**src/sdmac_pkg.sv**
```systemverilog
package sdmac_pkg;

    // CPU and peripheral bus widths
    localparam int DATA_W = 32;
    localparam int PORT_W = 16;

    // Register widths narrower than the CPU bus
    localparam int DAWR_W  = 4;
    localparam int CONTR_W = 8;
    localparam int ISTR_W  = 8;

    // CONTR bit positions
    localparam int CONTR_INTEN = 2;                  // Interrupt enable

    // ISTR bit positions
    localparam int ISTR_INTB  = 2;                   // Spare interrupt level
    localparam int ISTR_INTA  = 3;                   // SCSI chip interrupt level
    localparam int ISTR_INT_P = 4;                   // Either interrupt pending

    // Minimum ior_n / iow_n low time in sclk cycles
    localparam int STROBE_CYCLES = 3;
    localparam int STROBE_CNT_W  = $clog2(STROBE_CYCLES + 1);

    // Peripheral windows on addr[6:4]
    localparam logic [2:0] PORT_BASE_CSS  = 3'b100;  // SCSI chip
    localparam logic [2:0] PORT_BASE_CSX0 = 3'b101;  // Port 1A and 1B
    localparam logic [2:0] PORT_BASE_CSX1 = 3'b110;  // Port 2

    // Register word addresses, byte offset divided by four
    typedef enum logic [4:0] {
        REG_DAWR  = 5'h00,                           // Offset 0x00
        REG_WTC   = 5'h01,                           // Offset 0x04
        REG_CONTR = 5'h02,                           // Offset 0x08
        REG_ACR   = 5'h03,                           // Offset 0x0C
        REG_ISTR  = 5'h07                            // Offset 0x1C, read only
    } reg_addr_e;

    // Peripheral port sequencer states
    typedef enum logic [2:0] {
        PS_IDLE,                                     // Waiting for a port access
        PS_STROBE,                                   // Minimum strobe width
        PS_WAIT,                                     // Held off by iordy
        PS_ACK,                                      // dsack_n pulse
        PS_DONE                                      // Waiting for ds_n to rise
    } port_state_e;

endpackage

```
**src/addr_decoder.sv**
```systemverilog
module addr_decoder (
    input  logic [6:2] addr,
    input  logic       a12,
    input  logic       cs_n,
    input  logic       as_n,
    output logic       reg_sel,
    output logic       css_n,
    output logic       csx0_n,
    output logic       csx1_n
);
    import sdmac_pkg::*;

    logic       access;                              // Chip select qualified by as_n
    logic       port_ok;                             // Port space not claimed by IDE
    logic [2:0] win;                                 // Upper address bits

    assign access  = !cs_n && !as_n;
    assign port_ok = access && !a12;                 // a12 high belongs to the IDE card
    assign win     = addr[6:4];

    // Everything below the first port window is register space
    assign reg_sel = access && (win < PORT_BASE_CSS);

    // Peripheral chip selects, active low
    assign css_n  = !(port_ok && (win == PORT_BASE_CSS));
    assign csx0_n = !(port_ok && (win == PORT_BASE_CSX0));
    assign csx1_n = !(port_ok && (win == PORT_BASE_CSX1));   // 3'b111 stays unmapped

endmodule

```
**src/io_port.sv**
```systemverilog
module io_port (
    input  logic                          sclk,
    input  logic                          rst_n,
    input  logic                          port_active,
    input  logic                          ds_n,
    input  logic                          r_w,
    input  logic [sdmac_pkg::PORT_W-1:0]  data_in,
    input  logic [sdmac_pkg::PORT_W-1:0]  pd_in,
    input  logic                          iordy,
    output logic [sdmac_pkg::PORT_W-1:0]  pd_out,
    output logic                          pd_oe,
    output logic                          ior_n,
    output logic                          iow_n,
    output logic                          dsack_n,
    output logic [sdmac_pkg::DATA_W-1:0]  port_data
);
    import sdmac_pkg::*;

    port_state_e             state;                  // Sequencer state
    logic                    rd;                     // Direction of current access
    logic [STROBE_CNT_W-1:0] cnt;                    // Strobe width counter
    logic [PORT_W-1:0]       rd_data;                // Captured peripheral data

    // Write data latched at access start, held through the strobe
    always_ff @(posedge sclk) begin
        if (state == PS_IDLE && port_active && !ds_n && !r_w) begin
            pd_out <= data_in;
        end
    end

    // Read data sampled as the strobe releases
    always_ff @(posedge sclk) begin
        if (state == PS_WAIT && iordy && rd) begin
            rd_data <= pd_in;
        end
    end

    always_ff @(posedge sclk or negedge rst_n) begin
        if (!rst_n) begin
            state   <= PS_IDLE;
            rd      <= 1'b1;
            cnt     <= '0;
            ior_n   <= 1'b1;
            iow_n   <= 1'b1;
            pd_oe   <= 1'b0;
            dsack_n <= 1'b1;
        end else begin
            case (state)
                PS_IDLE: begin
                    if (port_active && !ds_n) begin     // Access sampled here
                        rd    <= r_w;
                        cnt   <= '0;
                        state <= PS_STROBE;
                    end
                end
                PS_STROBE: begin
                    if (cnt == '0) begin                // First edge, drop the strobe
                        ior_n <= !rd;
                        iow_n <= rd;
                        pd_oe <= !rd;                   // Drive port only on writes
                    end
                    cnt <= cnt + 1'b1;
                    if (cnt == STROBE_CNT_W'(STROBE_CYCLES - 1)) begin
                        state <= PS_WAIT;
                    end
                end
                PS_WAIT: begin
                    if (iordy) begin                    // Device ready, finish cycle
                        ior_n   <= 1'b1;
                        iow_n   <= 1'b1;
                        dsack_n <= 1'b0;
                        state   <= PS_ACK;
                    end
                end
                PS_ACK: begin
                    dsack_n <= 1'b1;                    // One cycle pulse
                    pd_oe   <= 1'b0;
                    state   <= PS_DONE;
                end
                PS_DONE: begin
                    if (ds_n) begin                     // CPU closed the cycle
                        state <= PS_IDLE;
                    end
                end
                default: state <= PS_IDLE;
            endcase
        end
    end

    assign port_data = {{(DATA_W - PORT_W){1'b0}}, rd_data};   // Zero extended

endmodule

```
**src/registers.sv**
```systemverilog
module registers (
    input  logic                          sclk,
    input  logic                          rst_n,
    input  logic                          reg_sel,
    input  logic                          ds_n,
    input  logic                          r_w,
    input  sdmac_pkg::reg_addr_e          addr,
    input  logic [sdmac_pkg::DATA_W-1:0]  data_in,
    input  logic                          inta,
    input  logic                          intb,
    output logic [sdmac_pkg::DATA_W-1:0]  reg_data,
    output logic                          sterm_n,
    output logic                          int_n
);
    import sdmac_pkg::*;

    logic [DAWR_W-1:0]  dawr;                        // Data width scratch
    logic [DATA_W-1:0]  wtc;                         // Word transfer count
    logic [CONTR_W-1:0] contr;                       // Control
    logic [DATA_W-1:0]  acr;                         // Address register
    logic [ISTR_W-1:0]  istr;                        // Interrupt status, derived

    logic pend;                                      // Access sampled, ack next edge
    logic done;                                      // Ack given for this strobe
    logic start;                                     // New access this edge
    logic inta_s;                                    // Synchronised SCSI interrupt
    logic intb_s;                                    // Synchronised spare interrupt

    assign start = reg_sel && !ds_n && !pend && !done;

    // One shot acknowledge
    always_ff @(posedge sclk or negedge rst_n) begin
        if (!rst_n) begin
            pend    <= 1'b0;
            done    <= 1'b0;
            sterm_n <= 1'b1;
        end else begin
            sterm_n <= !pend;                        // Low for exactly one cycle
            if (start) begin
                pend <= 1'b1;
            end else if (pend) begin
                pend <= 1'b0;
                done <= 1'b1;
            end else if (!reg_sel) begin
                done <= 1'b0;                        // Re-arm once as_n has risen
            end
        end
    end

    // Register writes, landing with the acknowledge
    always_ff @(posedge sclk or negedge rst_n) begin
        if (!rst_n) begin
            dawr  <= '0;
            wtc   <= '0;
            contr <= '0;
            acr   <= '0;
        end else if (pend && !r_w) begin
            case (addr)
                REG_DAWR:  dawr  <= data_in[DAWR_W-1:0];
                REG_WTC:   wtc   <= data_in;
                REG_CONTR: contr <= data_in[CONTR_W-1:0];
                REG_ACR:   acr   <= data_in;
                default: ;                           // ISTR and holes ignore writes
            endcase
        end
    end

    // Interrupt inputs, one register stage
    always_ff @(posedge sclk or negedge rst_n) begin
        if (!rst_n) begin
            inta_s <= 1'b0;
            intb_s <= 1'b0;
        end else begin
            inta_s <= inta;
            intb_s <= intb;
        end
    end

    always_comb begin
        istr             = '0;
        istr[ISTR_INTA]  = inta_s;
        istr[ISTR_INTB]  = intb_s;
        istr[ISTR_INT_P] = inta_s || intb_s;         // Either source pending
    end

    // Readback mux, zero extended
    always_comb begin
        reg_data = '0;
        case (addr)
            REG_DAWR:  reg_data[DAWR_W-1:0]  = dawr;
            REG_WTC:   reg_data              = wtc;
            REG_CONTR: reg_data[CONTR_W-1:0] = contr;
            REG_ACR:   reg_data              = acr;
            REG_ISTR:  reg_data[ISTR_W-1:0]  = istr;
            default:   reg_data              = '0;   // Unmapped reads zero
        endcase
    end

    // Only ever pulled low, board side is open collector
    assign int_n = !(contr[CONTR_INTEN] && (inta_s || intb_s));

endmodule

```
**src/resdmac.sv**
```systemverilog
module resdmac (
    input  logic                          sclk,
    input  logic                          rst_n,
    input  logic                          cs_n,
    input  logic                          as_n,
    input  logic                          ds_n,
    input  logic                          r_w,
    input  logic [6:2]                    addr,
    input  logic                          a12,
    input  logic [sdmac_pkg::DATA_W-1:0]  data_in,
    output logic [sdmac_pkg::DATA_W-1:0]  data_out,
    output logic                          data_oe,
    output logic                          sterm_n,
    output logic                          dsack_n,
    output logic                          int_n,
    input  logic                          inta,
    input  logic                          intb,
    input  logic [sdmac_pkg::PORT_W-1:0]  pd_in,
    input  logic                          iordy,
    output logic [sdmac_pkg::PORT_W-1:0]  pd_out,
    output logic                          pd_oe,
    output logic                          ior_n,
    output logic                          iow_n,
    output logic                          css_n,
    output logic                          csx0_n,
    output logic                          csx1_n,
    output logic                          led_rd_n,
    output logic                          led_wr_n
);
    import sdmac_pkg::*;

    logic              reg_sel;                      // Register space hit
    logic              port_active;                  // Any peripheral selected
    logic              cyc_open;                     // cs_n, as_n and ds_n all low
    logic [DATA_W-1:0] reg_data;                     // Register readback
    logic [DATA_W-1:0] port_data;                    // Peripheral readback

    addr_decoder DECODER (
        .addr    (addr),
        .a12     (a12),
        .cs_n    (cs_n),
        .as_n    (as_n),
        .reg_sel (reg_sel),
        .css_n   (css_n),
        .csx0_n  (csx0_n),
        .csx1_n  (csx1_n)
    );

    assign port_active = !(css_n && csx0_n && csx1_n);

    // 16 bit port for the WD33C93A and spares
    io_port D_PORT (
        .sclk        (sclk),
        .rst_n       (rst_n),
        .port_active (port_active),
        .ds_n        (ds_n),
        .r_w         (r_w),
        .data_in     (data_in[PORT_W-1:0]),
        .pd_in       (pd_in),
        .iordy       (iordy),
        .pd_out      (pd_out),
        .pd_oe       (pd_oe),
        .ior_n       (ior_n),
        .iow_n       (iow_n),
        .dsack_n     (dsack_n),
        .port_data   (port_data)
    );

    registers INT_REG (
        .sclk     (sclk),
        .rst_n    (rst_n),
        .reg_sel  (reg_sel),
        .ds_n     (ds_n),
        .r_w      (r_w),
        .addr     (reg_addr_e'(addr)),
        .data_in  (data_in),
        .inta     (inta),
        .intb     (intb),
        .reg_data (reg_data),
        .sterm_n  (sterm_n),
        .int_n    (int_n)
    );

    assign data_out = port_active ? port_data : reg_data;
    assign data_oe  = !cs_n && !as_n && r_w;         // Drive CPU bus on reads only

    // Activity LEDs, active low
    assign cyc_open = !cs_n && !as_n && !ds_n;
    assign led_rd_n = !(cyc_open && r_w);
    assign led_wr_n = !(cyc_open && !r_w);

endmodule

```
**config.mk**
```make
export PLATFORM = sky130hd
export DESIGN_NAME = resdmac
export DESIGN_NICKNAME = d
export VERILOG_FILES = /design/src/sdmac_pkg.sv /design/src/addr_decoder.sv /design/src/io_port.sv /design/src/registers.sv /design/src/resdmac.sv
export SDC_FILE = /design/constraint.sdc
export NUM_CORES = 1
export LEC_CHECK = 0
export BUFFER_PORTS_ARGS = -buffer_cell sky130_fd_sc_hd__buf_4
export CAP_MARGIN = 20
export CORE_AREA = 3 3 103 105
export CTS_CLUSTER_SIZE = 25
export DETAILED_ROUTE_END_ITERATION = 8
export DIE_AREA = 0 0 106 108
export PLACE_DENSITY = 0.8
export SETUP_SLACK_MARGIN = 0.5
export SLEW_MARGIN = 0
export SYNTH_ARGS = -nofsm -noshare
export SYNTH_HDL_FRONTEND = slang
export SYNTH_SLANG_ARGS = --single-unit
```
**constraint.sdc**
```tcl
create_clock -name sclk -period 5 [get_ports sclk]
set_input_delay 0.25 -clock sclk [delete_from_list [all_inputs] [get_ports sclk]]
set_output_delay 0.25 -clock sclk [all_outputs]
set_load 0.02 [all_outputs]
```
==> results.txt <==
Total gr overflow - 0
Startpoint type of the worst setup path - input pin
Total global-route track usage - 23.9%
Most used flip-flop cell after synthesis - dfrtp_1
Parity-gate share of the synthesized area counting xor and xnor cells - 0%
Clock tree from TritonCTS - built
Post-CTS Repair Setup Buffers - 0
TNS Setup - 0 ns
Proportion of synthesized area in mux cells - 25.0%
Part of the cycle the worst path needs - 54.2%
Outcome - complete, no violations
Class of the tightest hold or removal check - input pin to flop
Synth Register Bits - 123
Weighted congestion at the end of routability-driven global placement - 0.838
Number of different library cells in the post-synthesis netlist - 43
Synth Area in Compound Gates - 4.98%
Final critical path time including I/O delays and setup - 2.71 ns
Transition time of the tightest slew-check pin - 1.10 ns
Share of cells above drive strength 1 - 44.5%
Sum of routed wire length over all layers - 12.9 mm
Number of antenna violations at the first check in global routing - 0
Effective utilization at floorplan - 55.2%
Wire per inst - 18.8 microns
Count of antenna-violating nets left after detailed routing - 0
Min setup slack post-route - 2.29 ns
Lkg Pwr - 3.59 nW
Via total after detailed routing - 3,689
DRC Markers - 0
Mapped cell area - 0.00537 sq mm
Post-synthesis async set-or-reset flop share - 74.0%
Crit path DAT - 3.11 ns
Rows - 36
Fraction of the yosys area taken by sequential cells - 60.4%
Data required time of the critical path - 5.40 ns
Area share of the largest cell type after synthesis - 40.1%
Worst reg2reg endpoint - D_PORT.pd_out[9]
Detailed-route vias per instance - 5.40
Area overhead of the layout relative to synthesis - 40.1%
Post-Synth Simple-Gate Area - 6.64%
VDD IR-drop max - 226 uV
Number of endpoints with negative hold slack in the final report - 0
Filler Cells Inserted - 572
Main combinational cell family by area after synthesis - multiplexers
Antenna diode count - 0
Maximum clock frequency - 0.369 GHz
Ports placed on the boundary - 123
Die Footprint - 0.0114 sq mm
Number of enable flip-flop cells after synthesis - 32
Reg2reg setup slack - 2.52 ns
DRT iter0 DRCs - 238
Synth cell count leaders - dfrtp_1, mux2_2, edfxtp_1
Die width - 106 microns
RSZ-0062 raised after global routing - no
H-tree Lvls - 4
Number of nets in the layout - 602
Post-Place Worst Slack - 2.26 ns
Most numerous cell in the Yosys netlist - dfrtp_1
Biggest fanout along the worst timing path - 32
Number of instances in the synthesized netlist - 357
Top area cells in the synthesized netlist - dfrtp_1, edfxtp_1, mux2_2
Critical path type - input pin to flop
Max Slew Vio Count - 0
Slew HR - 26.9%
Clock Skews - 0.00706 ns
CTS clock-pin slew for the worst setup and hold paths - 0.06 ns
Worst setup path end - INT_REG.wtc[25]
CTS Buffer Depth - 2
Average instance area after synthesis - 15.0 sq um
Cell taking the most area after synthesis - dfrtp_1
Die boundary height - 108 microns
Core area - 0.00973 sq mm
Endpoint type of the worst setup path - flop
Post-Synthesis Net Count - 422
Clock tree sinks - 123
R2R cell count - 3
Post-DP HPWL - 7.58 mm
Number of detailed-routing iterations run before antenna repair - 4
Areal power density over the cells - 356 mW/mm^2
Number of clock buffers inserted by TritonCTS - 17
Clk Tree Root Cell - clkbuf_8
Count of max-cap constraint violations - 0
Via count of the first global-routing pass - 3,916
Launch point of the worst path - addr[6]
Final setup violation count - 0
Largest net degree at the start of global routing - 85
Arithmetic-cell share of the synthesized area counting full adders, half adders and majority gates - 0.466%
Port buffer count - 122
Reg2Reg Launch Point - D_PORT.state[1]
Skew-Pair Late Insertion Delay - 0.52 ns
Wire length of the first global-routing pass - 20.6 mm
Number of synthesis warnings - 0
-- cell usage in the layout, fill, tap and decap left out, types with 11 or more instances in the layout --
| master | count |
|---|---|
| mux2_2 | 49 |
| nor2_1 | 21 |
| dfrtp_1 | 86 |
| mux2i_1 | 24 |
| clkbuf_16 | 16 |
| edfxtp_1 | 32 |
| buf_4 | 126 |
| dlygate4sd3_1 | 54 |
| o2bb2ai_1 | 11 |
| mux2_4 | 30 |
-- registers in the layout, summed over array words and instances, names as in the netlist, 2 cells and up --
signal,cells
D_PORT.cnt,2
INT_REG.acr,32
INT_REG.wtc,32
D_PORT.rd_data,16
INT_REG.contr,8
INT_REG.dawr,4
D_PORT.state,3
D_PORT.pd_out,16
-- metal layers --
layer / up-vias / part of all wire, % / global-route usage, %
met5: - / 0 / 0
met4: 0 / 1.7 / 8.05
met3: 19 / 5.7 / 6.87
met2: 133 / 52 / 40.8
met1: 1853 / 40 / 29.6
li1: 1684 / - / -
-- worst min-delay path by stage --
| stage | startpoint | endpoint | slack (ns) | cells after the start |
|---|---|---|---|---|
| 4_1_cts | r_w | D_PORT.rd | 0.01 | 2 |
| 6_report | r_w | D_PORT.rd | 0.03 | 2 |
| 3_3_place_gp | rst_n | D_PORT.state[1] | 0.07 | 1 |
| 2_1_floorplan | rst_n | D_PORT.cnt[0] | -0.05 | 0 |
| 5_1_grt | r_w | D_PORT.rd | 0.02 | 2 |
| 3_5_place_dp | rst_n | D_PORT.state[1] | 0.07 | 1 |
-- where the power goes --
| part | leakage (nW) | total, W | switching, W | internal [W] |
|---|---|---|---|---|
| clock network | 0.281 | 0.00120 | 0.000422 | 0.000779 |
| logic | 1.78 | 0.000331 | 0.000158 | 0.000172 |
| registers | 1.52 | 0.00115 | 0.0000425 | 0.00111 |
-- logic make-up after synthesis --
logic type,count (synthesis)
DFF,123
muxes,108
adders and majority gates,2
and+or+nand+nor,64
AOI/OAI and AO/OA,34
buffers and inverters,26
-- what timing repair did --
item,in CTS,in global routing
endpoints found under the hold margin,115,0
resized for setup,0,0
hold buffers,54,0
-- through the flow --
step                      power (W)  util [%]  cell area, sq um  instances  hold slack, ns
after floorplan             0.00133         -              5370        357         -0.0456
after global placement      0.00144      65.6              6380        596          0.0704
after detailed placement    0.00146      65.6              6380        596          0.0693
after CTS                   0.00269      77.1              7500        682         0.00980
after global routing        0.00279      77.4              7530        683          0.0162
final                       0.00268      77.4              7530        683          0.0299
-- cell type report --
cell class	instances	area (sq um)	area share (%)
Inverter	6	22.5	0.299
Tap cell	133	166	2.21
Clock buffer	23	457	6.07
Multi-Input combinational cell	208	2000	26.6
Clock inverter	9	120	1.60
Sequential cell	123	3240	43.1
Timing Repair Buffer	181	1510	20.1
-- critical path: stages --
cell	delay (ns)
dlygate4sd3_1	0.54
buf_4	0.16
or4b_1	0.47
buf_4	0.25
or3_2	0.94
mux2_4	0.46
(Power assumes the default switching activity.)
